`src/hdl/icache_pkg.sv`:
```
// Shared widths and the refill line type of the instruction cache
// Fetch address layout is tag | index | word select | byte offset
// Index and tag widths depend on N_SETS and are derived in each module
// Fetch word width must be a whole multiple of the memory beat width

package icache_pkg;

   // ------------------------------------------------------------
   // Bus widths
   // ------------------------------------------------------------
   localparam int ADDR_W         = 32;
   localparam int FETCH_W        = 64;   // One fetch word
   localparam int MEM_W          = 32;   // One memory beat
   localparam int WORDS_PER_LINE = 2;
   localparam int BEATS_PER_LINE = FETCH_W / MEM_W * WORDS_PER_LINE;
   localparam int LINE_W         = FETCH_W * WORDS_PER_LINE;
   localparam int ID_W           = 8;

   // ------------------------------------------------------------
   // Address fields
   // ------------------------------------------------------------
   localparam int BYTE_OFF_W = $clog2(FETCH_W / 8);
   localparam int WORD_SEL_W = $clog2(WORDS_PER_LINE);
   localparam int LINE_OFF_W = BYTE_OFF_W + WORD_SEL_W;   // Bits below the index

   // Refill buffer, filled beat by beat and read back word by word
   typedef union packed {
      logic [BEATS_PER_LINE-1:0][MEM_W-1:0]   beats;
      logic [WORDS_PER_LINE-1:0][FETCH_W-1:0] words;
   } line_u;

endpackage

```
`src/hdl/icache_ctrl.sv`:
```
// Fetch controller for grant, lookup, refill and bypass sequencing
// One fetch is in flight at a time; responses have no back-pressure
// Control requests are served only when no fetch is in flight
// Cache is disabled after reset, so fetches bypass until enabled

`timescale 1ns/10ps

module icache_ctrl
#(
   parameter int  N_WAYS = 2,
   parameter int  N_SETS = 16,
   localparam int IDX_W  = $clog2(N_SETS),
   localparam int TAG_W  = icache_pkg::ADDR_W - icache_pkg::LINE_OFF_W - IDX_W,
   localparam int WAY_W  = $clog2(N_WAYS)
)
(
   input  logic                                clk,
   input  logic                                rst_n,
   // Fetch port
   input  logic                                fetch_req_i,
   input  logic [icache_pkg::ADDR_W-1:0]       fetch_addr_i,
   input  logic [icache_pkg::ID_W-1:0]         fetch_id_i,
   output logic                                fetch_grant_o,
   output logic                                fetch_r_valid_o,
   output logic [icache_pkg::FETCH_W-1:0]      fetch_r_data_o,
   output logic [icache_pkg::ID_W-1:0]         fetch_r_id_o,
   // Control port
   input  logic                                ctrl_enable_req_i,
   input  logic                                ctrl_disable_req_i,
   input  logic                                ctrl_flush_req_i,
   output logic                                ctrl_enable_ack_o,
   output logic                                ctrl_disable_ack_o,
   output logic                                ctrl_flush_ack_o,
   output logic                                ctrl_pending_o,
   // Tag array
   output logic                                tag_lookup_o,
   output logic                                tag_fill_o,
   output logic                                tag_flush_o,
   output logic [IDX_W-1:0]                    tag_index_o,
   output logic [TAG_W-1:0]                    tag_o,
   input  logic                                tag_hit_i,
   input  logic [WAY_W-1:0]                    tag_way_i,
   // Data array
   output logic                                data_read_o,
   output logic                                data_fill_o,
   output logic [IDX_W-1:0]                    data_index_o,
   output logic [icache_pkg::WORD_SEL_W-1:0]   data_word_sel_o,
   output logic [WAY_W-1:0]                    data_way_o,
   input  logic [icache_pkg::FETCH_W-1:0]      data_word_i,
   // Refill engine
   output logic                                refill_start_o,
   output logic                                refill_bypass_o,
   output logic [icache_pkg::ADDR_W-1:0]       refill_addr_o,
   input  logic                                refill_done_i,
   input  icache_pkg::line_u                   refill_line_i
);

   localparam logic [1:0] ST_IDLE   = 2'd0;
   localparam logic [1:0] ST_LOOKUP = 2'd1;
   localparam logic [1:0] ST_REFILL = 2'd2;
   localparam logic [1:0] ST_BYPASS = 2'd3;

   logic [1:0]                            state_q;
   logic                                  enabled_q;
   logic                                  resp_q;       // Hit word arrives this cycle
   logic                                  flush_ack_q;
   logic [icache_pkg::ADDR_W-1:0]         addr_q;
   logic [icache_pkg::ID_W-1:0]           id_q;
   logic [icache_pkg::ADDR_W-1:0]         cur_addr;
   logic [icache_pkg::WORD_SEL_W-1:0]     word_sel;
   logic                                  free;
   logic                                  grant;

   // ------------------------------------------------------------
   // Handshakes
   // ------------------------------------------------------------
   assign free  = (state_q == ST_IDLE) & ~resp_q & ~flush_ack_q;
   assign grant = free & fetch_req_i &
                  ~(ctrl_enable_req_i | ctrl_disable_req_i | ctrl_flush_req_i);

   assign ctrl_enable_ack_o  = free & ctrl_enable_req_i;
   assign ctrl_disable_ack_o = free & ctrl_disable_req_i & ~ctrl_enable_req_i;
   assign tag_flush_o        = free & ctrl_flush_req_i & ~ctrl_enable_req_i & ~ctrl_disable_req_i;
   assign ctrl_flush_ack_o   = flush_ack_q;
   assign ctrl_pending_o     = (state_q != ST_IDLE) | resp_q;

   // Lookup uses the live request address, everything later the held one
   assign cur_addr = (state_q == ST_IDLE) ? fetch_addr_i : addr_q;
   assign word_sel = addr_q[icache_pkg::BYTE_OFF_W +: icache_pkg::WORD_SEL_W];

   assign tag_lookup_o    = grant & enabled_q;
   assign tag_fill_o      = (state_q == ST_REFILL) & refill_done_i;
   assign tag_index_o     = cur_addr[icache_pkg::LINE_OFF_W +: IDX_W];
   assign tag_o           = cur_addr[icache_pkg::ADDR_W-1 -: TAG_W];
   assign data_read_o     = (state_q == ST_LOOKUP) & tag_hit_i;
   assign data_fill_o     = tag_fill_o;
   assign data_index_o    = addr_q[icache_pkg::LINE_OFF_W +: IDX_W];
   assign data_word_sel_o = word_sel;
   assign data_way_o      = tag_way_i;                     // Hit way or victim
   assign refill_start_o  = (grant & ~enabled_q) | ((state_q == ST_LOOKUP) & ~tag_hit_i);
   assign refill_bypass_o = ~enabled_q;
   assign refill_addr_o   = cur_addr;

   assign fetch_grant_o   = grant;
   assign fetch_r_valid_o = resp_q | refill_done_i;
   assign fetch_r_id_o    = id_q;
   assign fetch_r_data_o  = resp_q                 ? data_word_i :
                            (state_q == ST_BYPASS) ? refill_line_i.words[0] :
                                                     refill_line_i.words[word_sel];

   // ------------------------------------------------------------
   // State machine and mode
   // ------------------------------------------------------------
   always_ff @(posedge clk or negedge rst_n)
   begin
      if (!rst_n)
      begin
         state_q     <= ST_IDLE;
         enabled_q   <= 1'b0;
         resp_q      <= 1'b0;
         flush_ack_q <= 1'b0;
      end
      else
      begin
         resp_q      <= data_read_o;
         flush_ack_q <= tag_flush_o;   // Valid bits are clear by now
         if (ctrl_enable_ack_o)
            enabled_q <= 1'b1;
         else if (ctrl_disable_ack_o)
            enabled_q <= 1'b0;
         case (state_q)
            ST_IDLE:   if (grant) state_q <= enabled_q ? ST_LOOKUP : ST_BYPASS;
            ST_LOOKUP: state_q <= tag_hit_i ? ST_IDLE : ST_REFILL;
            ST_REFILL,
            ST_BYPASS: if (refill_done_i) state_q <= ST_IDLE;
            default:   state_q <= ST_IDLE;
         endcase
      end
   end

   always_ff @(posedge clk)
   begin
      if (grant)
      begin
         addr_q <= fetch_addr_i;
         id_q   <= fetch_id_i;
      end
   end

endmodule

```
`config.mk`:
```
export PLATFORM = sky130hd
export DESIGN_NAME = icache_ctrl
export DESIGN_NICKNAME = d
export VERILOG_FILES = /design/src/hdl/icache_pkg.sv /design/src/hdl/icache_ctrl.sv
export SDC_FILE = /design/constraint.sdc
export NUM_CORES = 1
export LEC_CHECK = 0
export BUFFER_PORTS_ARGS = -buffer_cell sky130_fd_sc_hd__buf_4
export CORE_AREA = 4 4 150 152
export CTS_CLUSTER_DIAMETER = 80
export DETAILED_ROUTE_END_ITERATION = 16
export DIE_AREA = 0 0 154 156
export PLACE_DENSITY = 0.56
export SLEW_MARGIN = 0
export SYNTH_ARGS = -nofsm -noshare
export SYNTH_HDL_FRONTEND = slang
export SYNTH_SLANG_ARGS = --single-unit
```
`constraint.sdc`:
```
create_clock -name clk -period 2 [get_ports clk]
set_input_delay 0.1 -clock clk [delete_from_list [all_inputs] [get_ports clk]]
set_output_delay 0.1 -clock clk [all_outputs]
set_load 0.05 [all_outputs]
```
# Word-level counts from Yosys, hierarchy flattened
# Cells that the tools add are included.
[word_totals]
ff_bits = 45
input_bits = 241
output_inout_bits = 151
word_cells = 56
[op_classes]
magnitude_cmp = 1
eq_ne = 5
mux = 12
bitwise_logic = 27
n_reduce_logical = 5
[op_table]
columns = ["cell", "n"]
rows = [
  ["$mux 64", 4],
  ["$mux 32", 1],
  ["$and 1x1->1", 15],
  ["$mux 2", 4],
  ["$not 1->1", 7],
  ["$pmux 2 s3", 1],
  ["$or 1x1->1", 5],
  ["$eq 2x2->1 const B", 2],
  ["$ne 2x2->1 const B", 2],
  ["$reduce_bool 2->1", 2],
  ["$eq 2x1->1 const B", 1],
  ["$logic_not 2->1", 1],
  ["$lt 1x2->1 const B", 1],
  ["$mux 1", 2],
  ["$reduce_and 2->1", 1],
  ["$reduce_or 2->1", 1],
]

# Depth between registers and ports, before layout
# Gate-level depths: netlist of the first run.
[logic_depth]
depth_word = 7
mapped_depth = 6
depth_no_buf = 3

# Worst setup path before layout of the first run
# Ideal clock, no wire load.
[synth_timing]
kind = "register to register"
from = "register flush_ack_q (netlist: ctrl_flush_ack_o)"
to = "register addr_q[0] in the netlist's numbering (enable)"
setup_time_ns = 0.409
arrival_ns = 2.050
required_time_ns = 1.591
slack_ns = -0.458
path_stages_with_launch = 4
path_buffers = 0
synth_period_minus_slack_ns = 2.458
path_cell_list = "dfrtp_1 nor4_4 nand2_1 inv_1"
[synth_via]
elab_chain_len = 4
[synth_rtl]
columns = ["element", "line_no", "source"]
rows = [
  ["start, declared", "icache_ctrl.sv:66", "logic flush_ack_q;"],
  ["start signal, assigned", "icache_ctrl.sv:126", "flush_ack_q <= tag_flush_o;"],
  ["$not 1->1", "icache_ctrl.sv:77", "assign free = (state_q == ST_IDLE) & ~resp_q & ~flush_ack_q;"],
  ["$and 1x1->1", "icache_ctrl.sv:77", ""],
  ["$and 1x1->1 (2 in a row)", "icache_ctrl.sv:78", "assign grant = free & fetch_req_i &"],
  ["named net fetch_grant_o", "icache_ctrl.sv:23", "output logic fetch_grant_o,"],
  ["end signal, assigned", "icache_ctrl.sv:145", "addr_q <= fetch_addr_i;"],
  ["end, declared", "icache_ctrl.sv:67", "logic [icache_pkg::ADDR_W-1:0] addr_q;"],
]
# The timed path passes the listed nets, and every way through them passes these cells.
# A chain may end at the register's enable or synchronous reset.

# Worst setup path in the final report of the first run
[layout_timing]
from = "register state_q[0]"
to = "output fetch_r_data_o[7] in the netlist's numbering"
[layout_via]
elab_chain_len = 3
[layout_rtl]
columns = ["element", "line_no", "source"]
rows = [
  ["start, declared", "icache_ctrl.sv:63", "logic [1:0] state_q;"],
  ["start signal, assigned", "icache_ctrl.sv:132", "ST_IDLE: if (grant) state_q <= enabled_q ? ST_LOOKUP : ST_BYPASS;"],
  ["start signal, assigned", "icache_ctrl.sv:133", "ST_LOOKUP: state_q <= tag_hit_i ? ST_IDLE : ST_REFILL;"],
  ["$eq 2x2->1", "icache_ctrl.sv:108", "(state_q == ST_BYPASS) ? refill_line_i.words[0] :"],
  ["$mux 64", "icache_ctrl.sv:108", ""],
  ["$mux 64", "icache_ctrl.sv:107", "assign fetch_r_data_o = resp_q ? data_word_i :"],
  ["end, declared", "icache_ctrl.sv:25", "output logic [icache_pkg::FETCH_W-1:0] fetch_r_data_o,"],
]
# No other way between the ends.

==> results by stage, run 1 <==
Status:
- The flow ran to the end, and the final reports show no timing, DRC or antenna violations.

STA:
- Setup violations remaining at the end of the flow were counted as 0.
- The final setup TNS is 0 ns.
- The highest clock frequency the design can meet is 513.9 MHz.
- The number of pins exceeding their max-slew limit in the final report is 0.
- After layout, the worst setup slack is 0.05425 ns.
- The fraction of the cycle the final worst path needs is a little over nine tenths.
- Measured against its own limit, the worst slew margin works out to 74.83%.
- The minimum clock period is 1.946 ns.
- The final number of hold-violating endpoints came to 0.
- The worst hold slack across all endpoints is around 0.0035 ns.
- For the pin with the worst max-slew slack, the measured transition is between 0.3 and 0.4 ns.
- Clock skew on the completed layout was measured at 0.006402 ns.

Synthesis:
- The number of nets in the synthesized netlist is 668.
- The Yosys warning count is 0.
- Counting flops and latches in the post-synthesis netlist gives between 40 and 50.
- After synthesis, the mean cell area works out to 9.992 um^2.
- After synthesis, the share of cell area in mux cells is between 8 and 9%.
- Summing the areas of all and, or, nand and nor instances in the mapped netlist gives 19.33% of the synthesized area.
- Ranked by total cell area, the synthesized netlist is headed by sky130_fd_sc_hd__edfxtp_1, sky130_fd_sc_hd__a21oi_2, sky130_fd_sc_hd__mux2_2.
- The most frequent cell after synthesis is sky130_fd_sc_hd__a21oi_2.
- The post-synth design cell area is 4267 um^2.
- The synthesized netlist contains 28 unique library cells.
- The number of enable-type register cells in the synthesized netlist is 40.
- Sequential cells were found to cover 31.09% of the synthesized design area.
- The dominant combinational cell family by area after synthesis is compound AO/OA/AOI/OAI gates.
- Sorting the synthesized cells by how often they occur yields sky130_fd_sc_hd__a21oi_2, sky130_fd_sc_hd__nand2_1, sky130_fd_sc_hd__buf_4, sky130_fd_sc_hd__edfxtp_1, sky130_fd_sc_hd__nor2b_1.
- The arithmetic-cell share of the synthesized area counting full adders, half adders and majority gates is 0%.
- Of the total synthesized cell area, the portion taken by XOR and XNOR cells is 0%.
- The compound-gate portion of the synthesized area is 26.69%.
- The dominant cell type by area after synthesis is sky130_fd_sc_hd__edfxtp_1.
- The post-synthesis async set-or-reset flop share is 11.11%.
- The area share of the largest cell type after synthesis is 28.15%.
- The commonest register cell after synthesis is sky130_fd_sc_hd__edfxtp_1.
- The post-synthesis instance total is 427.

CTS:
- The clock root buffer is sky130_fd_sc_hd__clkbuf_16.
- No sink is reached through more buffers than the 2 on the longest clock path.
- At the later pin of the worst-skew pair, clock insertion delay measures 0.29 ns.
- The clock-pin transition on the worst setup and hold timing paths is roughly 0.06 ns.
- In this run the number of H-tree levels came out at 2.
- The TritonCTS clock tree is done.
- The clock sink count is 45.
- Clock tree synthesis inserted a total of 5 buffers.

Drt:
- The count of nets left with antenna violations once routing finished came out at 0.
- The initial DRC count is between 100 and 150.
- The first detailed-routing pass took 4 iterations.
- The average wire per cell in the routed design is ~17 um.
- The post-detailed-routing wire length is 18820 um.
- The total vias in the final route is 4536.
- The detailed-route DRC error count is 0.
- Using the TritonRoute via totals, the vias-per-cell ratio works out to 4.142.

Final layout:
- The share of the core filled with cells in the final layout is roughly 39%.
- In the final layout, the share of cells above drive strength 1 is between 70 and 80%.
- The antenna cell count is 0.
- The net count of the finished layout is 1060.
- The number of cells in the finished layout apart from fillers is 1095.
- Compared with the post-synthesis result, the final layout area differs by 90.38%.
- After filler insertion, the fill cell instance count of the layout stands at ~2100.

Critical path:
- The arrival time of the worst setup path is 1.85 ns.
- The critical path goes through buf_6 > a21boi_4 > buf_12 > clkbuf_16 > a21oi_2 > a21oi_2 > buf_6.
- STA classifies the critical path startpoint as a flop.
- Of all nets on the critical path, the largest fanout is 8.
- STA classifies the critical path endpoint as an output port.
- The required arrival time at the worst endpoint is around 1.9 ns.
- The path type of the worst setup path is reg -> out.
- The cell with the largest stage delay on the worst path is sky130_fd_sc_hd__dfrtp_2.
- The largest single stage delay on the critical path is 0.44 ns.

Placed design:
- The detailed placement HPWL is 13830 um.
- The pre-CTS setup slack is 0.2245 ns.
- The number of I/O port buffers is 389.
- The cell total after placement is 1034.
- The placer's final routability congestion estimate is about 0.77.

Die:
- roughly 390 I/O pins were placed.
- The initial core utilization is between 20% and 30%.
- The floorplan die width is 154 um.
- The floorplan has between 50 and 60 rows.
- The floorplan step set the die height to 156 um.
- The core region is between 20000 and 25000 um^2.
- The overall die area is 24020 um^2.

Global route:
- The wire length of the first global-routing pass is 26050 um.
- Entering global routing, the biggest net connects 72 pins.
- The total global routing overflow is 0.
- The number of antenna violations at the first check in global routing was 0.
- The number of global-route vias before repair is 4683.
- Global routing consumed, over all layers together, 13.37% of the routing resources.

Job:
- Max-cap violations in this run came to 0.

Power and ir drop:
- In this run the power density over the cells is roughly 500 nW/um^2.
- The worst-case IR drop observed on VDD is a little under 0.0009 V.
- Summed over all cells, the static leakage comes to roughly 3.7 nW.

Worst hold path:
- The tightest min-delay check is of the in -> reg type.
## worst max-delay path, delay by kind of cell, from the launching register on
kind	cells	cell delay, ns
compound gates	3	0.40
flops	1	0.44
buf+inv	4	0.71
## through the flow
| stage | total power [mW] | instance area [um^2] |
|---|---|---|
| floorplan | 2.387 | 4300 |
| global placement | 3.085 | 7126 |
| detailed placement | 3.091 | 7126 |
| CTS | 4.038 | 7769 |
| global route | 4.235 | 8123 |
| finish | 4.069 | 8123 |
## routing by layer
layer | routed length, um | vias to the layer above | GRT usage, %
met5 | 0 | - | 0
met4 | 283 | 0 | 3.532
met3 | 1756 | 16 | 3.856
met2 | 9583 | 244 | 24.46
met1 | 7194 | 2053 | 15.25
li1 | - | 2223 | -
## path summary, 6_finish.rpt
kind,start,endpoint,slack (ns),cells after the start
min in group asynchronous,rst_n,ctrl_flush_ack_o$_DFF_PN0_,0.17,2
max in group asynchronous,rst_n,resp_q$_DFF_PN0_,1.71,2
max reg2reg,state_q[1]$_DFFE_PN0P_,addr_q[9]$_DFFE_PP_,0.34,5
min reg2reg,enabled_q$_DFFE_PN0P_,state_q[1]$_DFFE_PN0P_,0.52,1
max,state_q[0]$_DFFE_PN0P_,fetch_r_data_o[7],0.05,7
min,fetch_addr_i[11],addr_q[11]$_DFFE_PP_,0.004,1
## flip-flops by register name, indices dropped and copies added, names as in the netlist
register          flops
resp_q                1
enabled_q             1
ctrl_flush_ack_o      1
fetch_r_id_o          8
addr_q               32
state_q               2
## cell usage in the layout, fill, tap and decap left out, drive strengths merged
cell type | synthesis | layout
buf | 60 | 408
a21oi | 129 | 129
nand2 | 68 | 68
edfxtp | 40 | 40
dlygate4sd3 | 0 | 39
nor2b | 34 | 34
mux2 | 32 | 32
and2b | 30 | 30
clkbuf | 7 | 12
dfrtp | 5 | 5
nor2 | 4 | 4
inv | 3 | 2
clkinvlp | 0 | 2
nand3b | 2 | 2
or2 | 2 | 2
nor4b | 2 | 2
a21bo | 1 | 1
a21boi | 1 | 1
or3 | 1 | 1
nor4 | 1 | 1
and3 | 1 | 1
o21ai | 1 | 1
and2 | 1 | 1
nor3b | 1 | 1
o221ai | 1 | 1
## power breakdown
part	total, mW	internal, mW	switching (mW)
clock	0.843	0.498	0.345
sequential	1.06	1.05	0.0117
combinational	2.16	0.910	1.25
## repair_timing
| item | 4_1_cts | 5_1_grt |
|---|---|---|
| hold buffers | 39 | 0 |
| pin swaps | 2 | 9 |
| resized for setup | 21 | 39 |
| buffers inserted | 1 | 5 |
| gates cloned | 1 | 7 |
| endpoints found under the hold margin | 43 | 0 |
| setup endpoints to repair | 83 | 93 |
## kinds of logic after synthesis
family	after synthesis
and+or+nand+nor	147
AOI/OAI and AO/OA	133
buffers and inverters	70
DFF	45
muxes	32
## final cells by class
cell class	instances	area, um^2	area share (%)
Clock buffer	7	142.6	1.756
Clock inverter	1	7.507	0.09242
Inverter	3	15.01	0.1848
Multi-Input combinational cell	312	2375	29.24
Sequential cell	45	1334	16.42
Tap cell	275	344.1	4.236
Timing Repair Buffer	452	3905	48.07
No activity file was read; power rests on OpenSTA's default activity.
==> run 2: changes to the inputs <==
==> config.mk (replaced) <==
export PLATFORM = sky130hd
export DESIGN_NAME = icache_ctrl
export DESIGN_NICKNAME = d
export VERILOG_FILES = /design/src/hdl/icache_pkg.sv /design/src/hdl/icache_ctrl.sv
export SDC_FILE = /design/constraint.sdc
export NUM_CORES = 1
export LEC_CHECK = 0
export CORE_AREA = 4 4 150 152
export CTS_CLUSTER_DIAMETER = 80
export DETAILED_ROUTE_END_ITERATION = 16
export DIE_AREA = 0 0 154 156
export DONT_BUFFER_PORTS = 1
export PLACE_DENSITY = 0.39
export RECOVER_POWER = 50
export SLEW_MARGIN = 20
export SYNTH_ARGS = -nofsm -noshare
export SYNTH_HDL_FRONTEND = slang
export SYNTH_SLANG_ARGS = --single-unit
==> run 2 against run 1 <==
  * Power down 8.7%
  * Critical endpoint is now fetch_r_data_o[52]
  * Register-to-register slack worse by 0.20 ns
  * Core utilization down 8.0 points
  * Maximum frequency down 1.5%
  * Combinational power down 16%
==> results by stage, run 2 (synthesized netlist as in run 1, its figures left out) <==
Critical path:
- The required arrival time at the worst endpoint is 1.90 ns (about the same).
- The worst setup path startpoint is resp_q$_DFF_PN0_ (was state_q[0]$_DFFE_PN0P_).
- The type of destination of the critical path is an output port (unchanged).
- Sequence of cells on the critical path: buf_16 > and2b_1 > a21oi_2 > buf_12 (was buf_6 > a21boi_4 > buf_12 > clkbuf_16 > a21oi_2 > a21oi_2 > buf_6).
- The critical register-to-register path startpoint is resp_q$_DFF_PN0_ (was state_q[1]$_DFFE_PN0P_).
- The highest cell delay on the worst timing path came to 0.52 ns (was 0.44 ns).
- The setup slack of the worst register-to-register path is 0.14 ns (was 0.34 ns).
- The count of buffer and inverter cells on the critical path is 2 (was 4).
- The capturing element of the worst setup path is fetch_r_data_o[52] (was fetch_r_data_o[7]).
- The cell depth of the worst flop-to-flop path is 5 (unchanged).
- The end of the worst register-to-register path is addr_q[17]$_DFFE_PP_ (was addr_q[9]$_DFFE_PP_).
- The family with the most delay on the worst path is flip-flops (was buffers and inverters).
- The arrival time of the worst setup path is 1.87 ns (was 1.85 ns).
- The path type of the worst setup path is reg -> out (unchanged).
- The cell with the largest stage delay on the worst path is sky130_fd_sc_hd__dfrtp_4 (was sky130_fd_sc_hd__dfrtp_2).
- The category of the worst setup path launch point is a flop (unchanged).
- The logic depth of the worst path, buffers included was 4 (was 7).
- The highest fanout seen on the critical path is 129 (was 8).

STA:
- The highest clock frequency the design can meet is 506.5 MHz (was 513.9 MHz).
- The final number of hold-violating endpoints is 0 (unchanged).
- The worst-case clock skew is 0.004100 ns (was 0.006402 ns).
- The final worst setup slack came to 0.02551 ns (was 0.05425 ns).
- The minimum clock period is 1.974 ns (was 1.946 ns).
- The number of endpoints failing setup at the final stage is 0 (unchanged).
- The number of pins exceeding their max-slew limit in the final report is 0 (unchanged).
- Setup repair after global routing could not meet its margin everywhere.
- The fraction of the cycle the final worst path needs was 98.72% (was 97.29%).
- The relative slew slack was 53.77% (was 74.83%).
- The worst-margin pin slew came to 0.6964 ns (was 0.3724 ns).
- The worst hold slack across all endpoints is 0.02211 ns (was 0.003505 ns).

Die:
- The standard-cell row count is 53 (unchanged).
- The overall die area is 24020 um^2 (unchanged).
- The number of placed I/O pins was 392 (unchanged).
- The floorplan die width was 154 um (unchanged).
- The chip height is 156 um (unchanged).
- The area of the core is 21020 um^2 (unchanged).
- The initial core utilization is 20.30% (unchanged).

Final layout:
- The largest register by flop count is addr_q (unchanged).
- The number of flip-flops in the largest register came to 32 (unchanged).
- The most common cell after layout, fill and taps aside is sky130_fd_sc_hd__a21oi_2 (was sky130_fd_sc_hd__buf_4).
- The final instance area is 6431 um^2 (was 8123 um^2).
- The count of filler cells inserted in the layout is 2112 (was 2106).
- The total number of nets in the final design is 754 (was 1060).
- Leading cell types in the layout, fill and taps excluded: sky130_fd_sc_hd__a21oi_2, sky130_fd_sc_hd__buf_12, sky130_fd_sc_hd__nand2_1 (was sky130_fd_sc_hd__buf_4, sky130_fd_sc_hd__a21oi_2, sky130_fd_sc_hd__nand2_1).
- The share of layout cells above drive strength 1 came to 53.89% (was 72.20%).
- The number of cells in the finished layout apart from fillers is 790 (was 1095).
- The signed area change from the synthesized netlist to the final layout is 50.73% (was 90.38%).

Job:
- The max-cap check violation count came to 0 (unchanged).

Drt:
- The via density per instance is 4.404 (was 4.142).
- The initial DRC count was 143 (was 111).
- The total vias in the final route is 3479 (was 4536).
- The final antenna-violating net count is 0 (unchanged).
- The total met3 wirelength after detailed routing is 1641 um (was 1756 um).
- The uppermost signal routing layer after detailed routing is met4 (unchanged).
- The average wire per cell in the routed design is 21.75 um (was 17.19 um).
- The detailed-route DRC error count was 0 (unchanged).
- The wire length on met2 is 9201 um (was 9583 um).
- The post-detailed-routing wire length is 17180 um (was 18820 um).
- The first-pass detailed-route iteration total came to 4 (unchanged).
- The routed metal-1 wirelength is 6049 um (was 7194 um).

CTS:
- The clock root buffer is sky130_fd_sc_hd__clkbuf_16 (unchanged).
- The clock insertion delay at the later pin of the skew report was 0.29 ns (about the same).
- The level count of the clock H-tree is 2 (unchanged).
- The clock sink count was 45 (unchanged).
- The clock-pin transition on the worst setup and hold timing paths is 0.06 ns (about the same).
- The buffer levels on the longest clock path came to 2 (unchanged).
- The clock buffer count from CTS is 5 (unchanged).
- The TritonCTS clock tree is done (unchanged).

Placed design:
- The pre-CTS setup slack is 0.2226 ns (was 0.2245 ns).
- The placer's final routability congestion estimate is 0.8928 (was 0.7731).
- The detailed placement HPWL is 13270 um (was 13830 um).
- The number of I/O port buffers came to 0 (was 389).
- The post-place instance area is 5682 um^2 (was 7126 um^2).
- The cell total after placement is 728 (was 1034).

Global route:
- The wire length of the first global-routing pass was 23320 um (was 26050 um).
- The total global routing overflow is 0 (unchanged).
- The largest net degree at the start of global routing is 130 (was 72).
- The global-route total usage across every layer is 12.43% (was 13.37%).
- The number of global-route vias before repair is 3813 (was 4683).
- The number of antenna violations at the first check in global routing came to 1 (was 0).

Status:
- Status: completed (unchanged).

Power and ir drop:
- The worst ir drop on vdd was 0.0007578 V (was 0.0008666 V).
- The total leakage power is 2.443 nW (was 3.709 nW).
- The power density over the cells is 577.6 nW/um^2 (was 500.9 nW/um^2).

Worst hold path:
- The type of the tightest min-delay check is in -> reg (unchanged).
run 2: timing repair:
| item | in CTS | in global routing |
|---|---|---|
| resized for setup | 4 | 14 |
| setup buffers | 2 | 3 |
| pin swaps | 2 | 7 |
| hold endpoints to repair | 48 | 0 |
| gates cloned | 0 | 4 |
| hold buffers | 44 | 0 |
| endpoints found under the setup margin | 122 | 64 |
run 2: worst reg2reg max path: stages (launching register included):
cell and delay, ns:
sky130_fd_sc_hd__dfrtp_4 0.52, sky130_fd_sc_hd__nor4_4 0.39, sky130_fd_sc_hd__nand2_2 0.11, sky130_fd_sc_hd__clkinvlp_2 0.14, sky130_fd_sc_hd__clkbuf_2 0.15, sky130_fd_sc_hd__buf_4 0.24
run 2: metal layers:
layer	track usage (%)	up-vias
met5	0	-
met4	3.827	0
met3	3.939	18
met2	23.54	229
met1	13.09	1624
li1	-	1608
run 2: through the flow:
step / setup TNS [ns] / total power, mW / utilization (%)
2_1_floorplan: 0 / 2.387 / -
3_3_place_gp: 0 / 2.829 / 27.03
3_5_place_dp: 0 / 2.835 / 27.03
4_1_cts: 0 / 3.741 / 29.93
5_1_grt: -0.3013 / 3.854 / 30.59
6_report: 0 / 3.714 / 30.59
run 2: how the worst min path moves through the flow:
stage / from / endpoint / cells past startpoint
5_1_grt: tag_hit_i / resp_q$_DFF_PN0_ / 1
3_5_place_dp: rst_n / state_q[1]$_DFFE_PN0P_ / 0
4_1_cts: tag_hit_i / resp_q$_DFF_PN0_ / 1
3_3_place_gp: rst_n / resp_q$_DFF_PN0_ / 0
6_report: tag_hit_i / resp_q$_DFF_PN0_ / 1
2_1_floorplan: rst_n / ctrl_flush_ack_o$_DFF_PN0_ / 0
run 2: where the power goes:
part	leakage, nW	switching [mW]	internal, mW
clock network	0.0631	0.354	0.464
logic	1.96	1.15	0.662
registers	0.422	0.0341	1.05
run 2: layout make-up:
| class | count | area [um^2] | share of cell area, % |
|---|---|---|---|
| diodes | 1 | 2.502 | 0.03891 |
| clock buffers | 6 | 128.9 | 2.004 |
| multi-input cells | 312 | 2390 | 37.16 |
| clock inverters | 2 | 15.01 | 0.2335 |
| inverters | 3 | 12.51 | 0.1946 |
| flip-flops and latches | 45 | 1334 | 20.74 |
| well taps | 275 | 344.1 | 5.350 |
| repair buffers | 146 | 2205 | 34.28 |
